<file path="config.mk">
export PLATFORM = sky130hd
export DESIGN_NAME = credit_link_top
export DESIGN_NICKNAME = d
export VERILOG_FILES = /design/src/logic/crlink_pkg.sv /design/src/logic/credit_link_top.sv /design/src/logic/credit_receiver.sv /design/src/logic/credit_sender.sv /design/src/logic/rx_buffer.sv
export VERILOG_INCLUDE_DIRS = /design/src /design/src/logic
export SDC_FILE = /design/constraint.sdc
export NUM_CORES = 1
export LEC_CHECK = 0
export ABC_AREA = 1
export BUFFER_PORTS_ARGS = -buffer_cell sky130_fd_sc_hd__buf_2
export CAP_MARGIN = 20
export CORE_MARGIN = 10
export CORE_UTILIZATION = 60
export CTS_BUF_LIST = sky130_fd_sc_hd__clkbuf_16
export DETAILED_ROUTE_END_ITERATION = 16
export PLACE_DENSITY = 0.83
export SYNTH_ARGS = -nofsm -noshare
export SYNTH_HDL_FRONTEND = slang
export SYNTH_SLANG_ARGS = --single-unit
</file>
<file path="constraint.sdc">
create_clock -name clk -period 7.7 [get_ports clk]
set_input_delay 1.925 -clock clk [delete_from_list [all_inputs] [get_ports clk]]
set_output_delay 1.925 -clock clk [all_outputs]
set_load 0.02 [all_outputs]
</file>
<file path="src/logic/crlink_consts.svh">
// ############################
// Credit link sizes
// ############################

`ifndef CRLINK_CONSTS_SVH
`define CRLINK_CONSTS_SVH

// Width of one data word in bits.
`define CRL_DATA_WIDTH 8

// Largest credit pool.
// Also the depth of the receive buffer.
`define CRL_MAX_CREDIT 4

// Counter width for values 0 through CRL_MAX_CREDIT.
`define CRL_CNT_WIDTH 3

`endif

</file>
<file path="src/logic/crlink_pkg.sv">
// ############################
// Credit link types
// ############################

`default_nettype none

`include "crlink_consts.svh"

package crlink_pkg;

  // One word carried across the link.
  typedef logic [`CRL_DATA_WIDTH-1:0] data_t;

  // Credit count, wide enough for a full pool.
  typedef logic [`CRL_CNT_WIDTH-1:0] credit_t;

  // Receiver link state.
  // No credits are returned in LINK_RESET.
  typedef enum logic {
    LINK_RESET  = 1'b0,
    LINK_ACTIVE = 1'b1
  } link_state_e;

endpackage : crlink_pkg

`default_nettype wire

</file>
<file path="src/logic/credit_link_top.sv">
// ############################
// Credit link top
// ############################

`timescale 1ns/1ps
`default_nettype none

module credit_link_top (
  input  logic                clk,
  input  logic                arst_n,
  // Source side.
  input  logic                src_valid,
  input  crlink_pkg::data_t   src_data,
  output logic                src_ready,
  // Sink side.
  output logic                snk_valid,
  output crlink_pkg::data_t   snk_data,
  input  logic                snk_ready,
  // Controls.
  input  crlink_pkg::credit_t credit_initial,
  input  crlink_pkg::credit_t credit_withhold,
  input  logic                credit_stall,
  input  logic                sender_reset,
  // Observation.
  output crlink_pkg::credit_t credit_count,
  output crlink_pkg::credit_t credit_available
);

  import crlink_pkg::*;

  // Link between sender and receiver.
  logic  push_valid;
  data_t push_data;
  logic  push_credit;
  logic  push_sender_in_reset;
  logic  push_receiver_in_reset;
  // Receiver to buffer.
  logic  buf_push;
  data_t buf_data;
  logic  pop_credit;

  credit_sender u_sender (
    .clk                  (clk),
    .arst_n               (arst_n),
    .sender_reset         (sender_reset),
    .src_valid            (src_valid),
    .src_data             (src_data),
    .src_ready            (src_ready),
    .push_credit          (push_credit),
    .push_valid           (push_valid),
    .push_data            (push_data),
    .push_sender_in_reset (push_sender_in_reset)
  );

  credit_receiver u_receiver (
    .clk                    (clk),
    .arst_n                 (arst_n),
    .push_sender_in_reset   (push_sender_in_reset),
    .push_receiver_in_reset (push_receiver_in_reset),
    .credit_stall           (credit_stall),
    .push_credit            (push_credit),
    .push_valid             (push_valid),
    .push_data              (push_data),
    .buf_push               (buf_push),
    .buf_data               (buf_data),
    .pop_credit             (pop_credit),
    .credit_initial         (credit_initial),
    .credit_withhold        (credit_withhold),
    .credit_count           (credit_count),
    .credit_available       (credit_available)
  );

  rx_buffer u_buffer (
    .clk        (clk),
    .arst_n     (arst_n),
    .buf_push   (buf_push),
    .buf_data   (buf_data),
    .snk_valid  (snk_valid),
    .snk_data   (snk_data),
    .snk_ready  (snk_ready),
    .pop_credit (pop_credit)
  );

  // The sender holds no credits while the receiver is in reset.
  // So nothing crosses the link then.
  no_push_in_link_reset_a : assert property (
    @(posedge clk) disable iff (!arst_n)
    push_receiver_in_reset |-> !push_valid
  );

endmodule : credit_link_top

`default_nettype wire

</file>
<file path="src/logic/credit_receiver.sv">
// ############################
// Credit receiver
// ############################

`timescale 1ns/1ps
`default_nettype none

`include "crlink_consts.svh"

module credit_receiver (
  input  logic                clk,
  input  logic                arst_n,
  // Link reset handshake.
  input  logic                push_sender_in_reset,
  output logic                push_receiver_in_reset,
  // Credit return control.
  input  logic                credit_stall,
  output logic                push_credit,
  // Incoming pushes.
  input  logic                push_valid,
  input  crlink_pkg::data_t   push_data,
  // Toward the receive buffer.
  output logic                buf_push,
  output crlink_pkg::data_t   buf_data,
  input  logic                pop_credit,
  // Pool setup and observation.
  input  crlink_pkg::credit_t credit_initial,
  input  crlink_pkg::credit_t credit_withhold,
  output crlink_pkg::credit_t credit_count,
  output crlink_pkg::credit_t credit_available
);

  import crlink_pkg::*;

  link_state_e state;
  link_state_e state_nxt;
  // A credit leaves the pool for the sender this cycle.
  logic        return_now;

  // Link state machine.
  // Stays in LINK_RESET while the sender is held in reset.
  always_comb begin
    state_nxt = push_sender_in_reset ? LINK_RESET : LINK_ACTIVE;
  end

  always_ff @(posedge clk or negedge arst_n) begin
    if (!arst_n) begin
      state <= LINK_RESET;
    end else begin
      state <= state_nxt;
    end
  end

  assign push_receiver_in_reset = (state == LINK_RESET);

  // Withheld credits are kept out of circulation.
  always_comb begin
    if (credit_count > credit_withhold) begin
      credit_available = credit_count - credit_withhold;
    end else begin
      credit_available = '0;
    end
  end

  // No return while the sender is going into reset.
  // Its counter would miss the credit.
  assign return_now = (state == LINK_ACTIVE) && !push_sender_in_reset &&
                      (credit_available != '0) && !credit_stall;

  // Credit pool.
  // Reloaded in LINK_RESET, then moved by pops and returns.
  always_ff @(posedge clk or negedge arst_n) begin
    if (!arst_n) begin
      credit_count <= '0;
    end else if (state == LINK_RESET) begin
      credit_count <= credit_initial;
    end else begin
      credit_count <= credit_count + credit_t'(pop_credit) - credit_t'(return_now);
    end
  end

  // Registered credit return, one per cycle.
  always_ff @(posedge clk or negedge arst_n) begin
    if (!arst_n) begin
      push_credit <= 1'b0;
    end else begin
      push_credit <= return_now;
    end
  end

  // Pushes go straight into the buffer.
  assign buf_push = push_valid;
  assign buf_data = push_data;

  // Withhold must fit within a full pool.
  withhold_legal_a : assert property (
    @(posedge clk) disable iff (!arst_n)
    credit_withhold <= credit_t'(`CRL_MAX_CREDIT)
  );

  // A pop credit was out of the pool, so the pool sits below its initial value.
  pop_within_initial_a : assert property (
    @(posedge clk) disable iff (!arst_n)
    (state == LINK_ACTIVE) && pop_credit |-> credit_count < credit_initial
  );

endmodule : credit_receiver

`default_nettype wire

</file>
<file path="src/logic/credit_sender.sv">
// ############################
// Credit sender
// ############################

`timescale 1ns/1ps
`default_nettype none

`include "crlink_consts.svh"

module credit_sender (
  input  logic              clk,
  input  logic              arst_n,
  input  logic              sender_reset,
  // Source side, ready/valid.
  input  logic              src_valid,
  input  crlink_pkg::data_t src_data,
  output logic              src_ready,
  // Link side, credit/valid.
  input  logic              push_credit,
  output logic              push_valid,
  output crlink_pkg::data_t push_data,
  output logic              push_sender_in_reset
);

  import crlink_pkg::*;

  // Credits currently held by the sender.
  credit_t credit_cnt;
  // Source handshake in this cycle.
  logic    accept;

  // The receiver watches this to reload its pool.
  assign push_sender_in_reset = sender_reset;

  // Ready while a credit is held.
  // A credit arriving this cycle may be spent right away.
  assign src_ready = (credit_cnt != '0) || push_credit;
  assign accept    = src_valid && src_ready;

  // Credit counter.
  // The credit is spent at accept, one cycle before the push shows up.
  always_ff @(posedge clk or negedge arst_n) begin
    if (!arst_n) begin
      credit_cnt <= '0;
    end else if (sender_reset) begin
      // All held credits go back to the receiver pool.
      credit_cnt <= '0;
    end else begin
      credit_cnt <= credit_cnt + credit_t'(push_credit) - credit_t'(accept);
    end
  end

  // Push valid register.
  always_ff @(posedge clk or negedge arst_n) begin
    if (!arst_n) begin
      push_valid <= 1'b0;
    end else if (sender_reset) begin
      push_valid <= 1'b0;
    end else begin
      push_valid <= accept;
    end
  end

  // Push data register.
  // Loaded only on accept.
  always_ff @(posedge clk) begin
    if (accept) begin
      push_data <= src_data;
    end
  end

  // The sender never holds more than a full pool.
  credit_cnt_bound_a : assert property (
    @(posedge clk) disable iff (!arst_n)
    credit_cnt <= credit_t'(`CRL_MAX_CREDIT)
  );

endmodule : credit_sender

`default_nettype wire

</file>
<file path="src/logic/rx_buffer.sv">
// ############################
// Receive buffer
// ############################

`timescale 1ns/1ps
`default_nettype none

`include "crlink_consts.svh"

module rx_buffer (
  input  logic              clk,
  input  logic              arst_n,
  // Write side from the receiver.
  input  logic              buf_push,
  input  crlink_pkg::data_t buf_data,
  // Sink side, ready/valid.
  output logic              snk_valid,
  output crlink_pkg::data_t snk_data,
  input  logic              snk_ready,
  // One credit back per dequeue.
  output logic              pop_credit
);

  import crlink_pkg::*;

  localparam int ptr_width = $clog2(`CRL_MAX_CREDIT);

  // Storage has no reset.
  data_t                mem [`CRL_MAX_CREDIT];
  logic [ptr_width-1:0] wr_ptr;
  logic [ptr_width-1:0] rd_ptr;
  // Number of words held.
  credit_t              fill;
  logic                 do_pop;

  assign snk_valid = (fill != '0);
  assign snk_data  = mem[rd_ptr];
  assign do_pop    = snk_valid && snk_ready;

  always_ff @(posedge clk) begin
    if (buf_push) begin
      mem[wr_ptr] <= buf_data;
    end
  end

  // Pointers, fill count and pop credit.
  always_ff @(posedge clk or negedge arst_n) begin
    if (!arst_n) begin
      wr_ptr     <= '0;
      rd_ptr     <= '0;
      fill       <= '0;
      pop_credit <= 1'b0;
    end else begin
      if (buf_push) begin
        wr_ptr <= (wr_ptr == ptr_width'(`CRL_MAX_CREDIT - 1)) ? '0 : wr_ptr + 1'b1;
      end
      if (do_pop) begin
        rd_ptr <= (rd_ptr == ptr_width'(`CRL_MAX_CREDIT - 1)) ? '0 : rd_ptr + 1'b1;
      end
      fill       <= fill + credit_t'(buf_push) - credit_t'(do_pop);
      // Credit goes back the cycle after the sink takes the word.
      pop_credit <= do_pop;
    end
  end

  // A push into a full buffer means the sender overspent its credits.
  no_push_when_full_a : assert property (
    @(posedge clk) disable iff (!arst_n)
    buf_push |-> fill != credit_t'(`CRL_MAX_CREDIT)
  );

endmodule : rx_buffer

`default_nettype wire

</file>
After elaboration in Yosys (flattened, before gate mapping)
Memories as Yosys holds them, arrays and structs flattened.
Index checks and enable logic that the tools add are counted.
{ "op_classes": {"addsub": 9, "n_mul": 0, "div_mod_pow": 0, "magnitude_cmp": 1, "n_eq_ne": 2, "n_shift": 0, "n_mux": 9, "bitwise": 0, "reduce_logical": 11} }
{ "ops": {"columns": ["op", "n"], "rows": [
  ["adder 3 x 1 -> 3 bit", 3],
  ["2-to-1 mux 3 bit", 3],
  ["nonzero test 3 bit", 3],
  ["subtractor 3 x 1 -> 3 bit", 3],
  ["logical AND 1 bit", 5],
  ["adder 2 x 1 -> 2 bit (second input constant)", 2],
  ["== test 2 bit (second input constant)", 2],
  ["2-to-1 mux 1 bit", 4],
  ["2-to-1 mux 2 bit", 2],
  ["> comparator 3 bit", 1],
  ["subtractor 3 bit", 1],
  ["logical NOT 1 bit", 2],
  ["logical OR 1 bit", 1]
]} }
{ "word_totals": {"reg_bits": 25, "latchBits": 0, "ramBits": 32, "rom_bits": 0, "input_bits": 20, "output_inout_bits": 16, "wordCells": 43, "n_memories": 1} }
{ "memory_table": {"columns": ["name", "words", "word_bits", "read_ports", "rd_clocked_by_memory_dff", "wr", "line", "text"], "rows": [
  ["u_buffer.mem", 4, 8, 1, 0, 1, "rx_buffer.sv:29", "data_t mem [`CRL_MAX_CREDIT];"]
]} }

Longest topological paths before layout
{ "logic_depth": {"depth_word": 7, "ltp_mapped": 16} }

By module
From an unflattened synthesis, not the netlist that was laid out.
{ "hier_totals": {"cells_unflattened": 250, "area_unflattened_um2": 2726.4} }
{ "modules_own_cells": {"columns": ["mod", "n_inst", "cells_per_inst", "area_per_inst_um2"], "rows": [
  ["rx_buffer", 1, 146, 1754.2],
  ["credit_receiver", 1, 65, 486.7],
  ["credit_sender", 1, 39, 485.5]
]} }

Least setup slack after synthesis
No wires, ideal clock.
{ "synth_timing": {"kind": "input to output", "from": "input port credit_withhold[0]", "to": "output port credit_available[1]", "t_arrival_ps": 2881, "required_ps": 5775, "path_slack_ps": 2894, "path_stages": 5, "path_buffers": 0, "cell_sequence": "ha_1 -> inv_1 -> fa_1 -> inv_1 -> nor2_2"} }
{ "synth_between": {"elab_chain_len": 2, "elab_cells_between_ends": 3, "classes_between": "add/sub: 1; order compare: 1; mux: 1"} }
{ "synth_rtl": {"columns": ["element", "line", "text"], "rows": [
  ["start, declared", "credit_link_top.sv:21", "input crlink_pkg::credit_t credit_withhold,"],
  ["subtractor 3 bit / > comparator 3 bit (equally long branches)", "credit_receiver.sv:59, credit_receiver.sv:58", null],
  ["2-to-1 mux 3 bit *", "credit_receiver.sv:58", "if (credit_count > credit_withhold) begin"],
  ["end, declared", "credit_link_top.sv:26", "output crlink_pkg::credit_t credit_available"]
]} }
Mark *: on every way between the ends. The rest lies on a longest branch, timed or not.

Worst setup path after layout
{ "layout_timing": {"from": "input port credit_withhold[0]", "to": "output port credit_available[2]"} }
Same word-level chain as after synthesis.

==> metrics.cfg <==
[critical_path]
critical-path-slowest-cell = sky130_fd_sc_hd__fa_1
crit_chain = buf_2, ha_1, inv_1, fa_1, inv_1, nand2_1, a21oi_2, buf_2
critical_path_required_ns = 5.78
r2r_slack_ns = 4.78
crit_fanout = 2
critical_path_type = input pin to output pin
crit_end_element = output pin
worstPathBufferInverterCount = 4
timing.critical_path.from_type = input pin
critical_path.max_stage_delay_ns = 0.39
worst-endpoint-arrival_ns = 3.05
crit_path_max_delay_family = adder cells

[cts]
cts_tree = built
clk_transition_reported_paths_ns = 0.05
post_cts.repair.setup_buffers = 0
max-clock-path-buffers = 2
cts_num_sinks = 57
clock_insertion_delay_worst_skew_ns = 0.32
cts_hold_repair.buffers = 0
cts.repair.resized = 0
root_buffer = sky130_fd_sc_hd__clkbuf_16
htreeDepth = 3
cts_buf_count = 9

[power_and_ir_drop]
power.static_leakage_nw = 1.36
fin_total_pwr_mw = 1.26
irDropWorstVdd_mv = 0.285
power_per_cell_area_nw_per_um2 = 415

[finish]
finish.utilization = 0.752
areaGrowthSynthToFinish_pct = 19.8
fin_cells = 310
layout.area.seq_um2 = 1630
insertedDiodeCount = 0
nets_final = 293
share_of_final_layout_standard_cells_stronger_than_drive_strength_1 = 0.227
multi_input_comb_area_um2 = 723
fillers = 254
post-route-cell-area_um2 = 3030

[timing]
fin_crit_sh = 0.646
timing.slew.headroom = 0.586
finalWorstPathRequiredPeriod_ns = 4.97
tightest_slew_ns = 0.621
setup_viol = 0
max_freq_mhz = 201
drv_slew = 0
fin_skew_ns = 0.00473
grt_setup_unrepaired = no
setup_slack_ns = 2.73
totalNegativeSetupSlack_ns = 0
hold_viol_final = 0
worst_hold_margin_ns = 0.511

[synthesis]
synth-edff-count = 40
seq_area_frac_synth = 0.643
ys.warnings.count = 0
postSynthAreaPerCell_um2 = 11.9
synth_async_sr_flop_share = 0.298
post_synthesis_cell_count = 212
postSynthNetCount = 250
synth.lib_cells_used.distinct = 24
yosys_most_used_dff = sky130_fd_sc_hd__edfxtp_1
synth_area_um2 = 2530
yosys_register_bits = 57

[die]
core_area_um2 = 4030
core.rowCount = 23
design.portCount = 36
die_x_um = 84.9
floorplan.die_area_um2 = 7210
die_h_um = 84.9
floorplan.initialDensity = 0.628

[place]
routabilityCongestion = 0.720
detailedPlacementHpwl_mm = 3.13
placedCellCount = 294
dp_worst_setup_slack_ns = 2.70
area_after_dpl_um2 = 2730
port_buffers = 35

[drt]
routed_via_density = 5.25
post_drt_wl_per_cell_um = 16.0
drt.antenna.violating_nets = 0
totalWireLength_mm = 4.95
drt_pre_antenna_iters = 4
drt_drc_violations_left = 0
route.vias.total = 1626
drt_first_iter_violations = 130

[global_routing]
first_pass_grt_wire_length_mm = 8.23
pin_count_of_the_biggest_net_entering_global_routing = 20
gr-total-overflow = 0
track_usage = 0.147
grt_pass1_vias = 1717
antenna_found_initial = 0

[worst_hold_path]
hold_path.class = flop to flop

[flow_run]
max_cap_viol_count = 0

[status]
run_status = finished, final reports clean

[sequential cells by signal, indices dropped and copies added (netlist names)]
register                 count
u_buffer.pop_credit          1
u_receiver.credit_count      3
u_buffer.mem                32
u_sender.push_valid          1
u_sender.credit_cnt          3
u_buffer.fill                3
u_buffer.wr_ptr              2
u_receiver.push_credit       1
u_sender.push_data           8
u_receiver.state             1
u_buffer.rd_ptr              2
[cell families (layout without fill, tap and decap cells)]
kind of cell / count (synthesis) / in the layout / share of synthesized area
adder cells (fa/ha/maj): 18 / 18 / 0.101
AO/OA/AOI/OAI: 33 / 33 / 0.0752
flip-flops: 57 / 57 / 0.643
buffers and inverters: 41 / 89 / 0.0708
XOR/XNOR: 4 / 4 / 0.0139
AND/OR/NAND/NOR: 59 / 59 / 0.0960
[area by class of cell]
type,count,area share
Clock buffer,9,0.0743
Clock inverter,7,0.0235
Inverter,38,0.0479
Multi-Input combinational cell,114,0.239
Sequential cell,57,0.537
Tap cell,50,0.0207
Timing Repair Buffer,35,0.0578
[metal layers]
metal	wire [um]	share of wire	track usage	up-vias
met5	0	0	0	-
met4	63	0.013	0.0659	0
met3	425	0.086	0.0698	9
met2	2510	0.51	0.251	75
met1	1950	0.39	0.151	759
li1	-	-	-	783
[final timing paths]
path,depth (start not counted),from,endpoint
max in group asynchronous,1,arst_n,u_sender.credit_cnt[0]$_DFF_PN0_
max reg2reg,15,u_receiver.credit_count[0]$_DFF_PN0_,u_receiver.credit_count[2]$_DFF_PN0_
min reg2reg,0,u_sender.push_data[0]$_DFFE_PP_,u_buffer.mem[3][0]$_DFFE_PP_
max,8,credit_withhold[0],credit_available[2]
min in group asynchronous,1,arst_n,u_buffer.rd_ptr[1]$_DFFE_PN0P_
min,0,u_sender.push_data[0]$_DFFE_PP_,u_buffer.mem[3][0]$_DFFE_PP_
[power by group]
group	leakage [nW]	internal [mW]	switching, mW
Combinational	0.652	0.143	0.252
Clock	0.137	0.249	0.141
Sequential	0.574	0.406	0.0647
Total	1.36	0.799	0.458
[synthesized netlist by cell type, types with 3 or more instances]
master	instances	area share
sky130_fd_sc_hd__o21ai_0	18	0.036
sky130_fd_sc_hd__xnor2_1	3	0.010
sky130_fd_sc_hd__nand2_1	25	0.037
sky130_fd_sc_hd__inv_1	37	0.055
sky130_fd_sc_hd__o22ai_1	8	0.020
sky130_fd_sc_hd__ha_1	14	0.069
sky130_fd_sc_hd__nor2_1	26	0.039
sky130_fd_sc_hd__nor2_2	3	0.0074
sky130_fd_sc_hd__dfrtp_1	17	0.17
sky130_fd_sc_hd__fa_1	4	0.032
sky130_fd_sc_hd__buf_6	3	0.013
sky130_fd_sc_hd__edfxtp_1	40	0.48
[layout by cell type (no fill, tap or decap)]
cell type,Yosys,final
sky130_fd_sc_hd__edfxtp_1,40,40
sky130_fd_sc_hd__buf_2,0,35
sky130_fd_sc_hd__inv_4,1,1
sky130_fd_sc_hd__a21oi_1,1,1
sky130_fd_sc_hd__dfrtp_1,17,17
sky130_fd_sc_hd__nor3_1,2,2
sky130_fd_sc_hd__nand3_1,1,1
sky130_fd_sc_hd__clkinv_4,0,1
sky130_fd_sc_hd__nand2_2,1,1
sky130_fd_sc_hd__a21oi_2,1,1
sky130_fd_sc_hd__bufinv_16,0,1
sky130_fd_sc_hd__inv_1,37,37
sky130_fd_sc_hd__o21ai_1,2,2
sky130_fd_sc_hd__o31ai_1,1,1
sky130_fd_sc_hd__nor2_1,26,26
sky130_fd_sc_hd__o21ai_0,18,18
sky130_fd_sc_hd__clkinv_2,0,2
sky130_fd_sc_hd__nor2_2,3,3
sky130_fd_sc_hd__a21boi_2,1,1
sky130_fd_sc_hd__o21a_1,1,1
sky130_fd_sc_hd__nor2_4,1,1
sky130_fd_sc_hd__fa_1,4,4
sky130_fd_sc_hd__xor2_1,1,1
sky130_fd_sc_hd__nand2_1,25,25
sky130_fd_sc_hd__clkinvlp_4,0,3
sky130_fd_sc_hd__xnor2_1,3,3
sky130_fd_sc_hd__ha_1,14,14
sky130_fd_sc_hd__o22ai_1,8,8
sky130_fd_sc_hd__clkbuf_16,0,9
[worst register-to-register path: stages (launching register included)]
cell and delay, ns:
sky130_fd_sc_hd__dfrtp_1 0.40, sky130_fd_sc_hd__inv_1 0.07, sky130_fd_sc_hd__ha_1 0.17, sky130_fd_sc_hd__inv_1 0.06
sky130_fd_sc_hd__fa_1 0.39, sky130_fd_sc_hd__nand2_1 0.12, sky130_fd_sc_hd__nand2_1 0.06, sky130_fd_sc_hd__o31ai_1 0.29
sky130_fd_sc_hd__nor2_1 0.11, sky130_fd_sc_hd__ha_1 0.29, sky130_fd_sc_hd__inv_1 0.04, sky130_fd_sc_hd__ha_1 0.18
sky130_fd_sc_hd__fa_1 0.37, sky130_fd_sc_hd__xor2_1 0.17, sky130_fd_sc_hd__nand2_1 0.06, sky130_fd_sc_hd__nand2_1 0.04
Power figures use the tool's default switching activity.
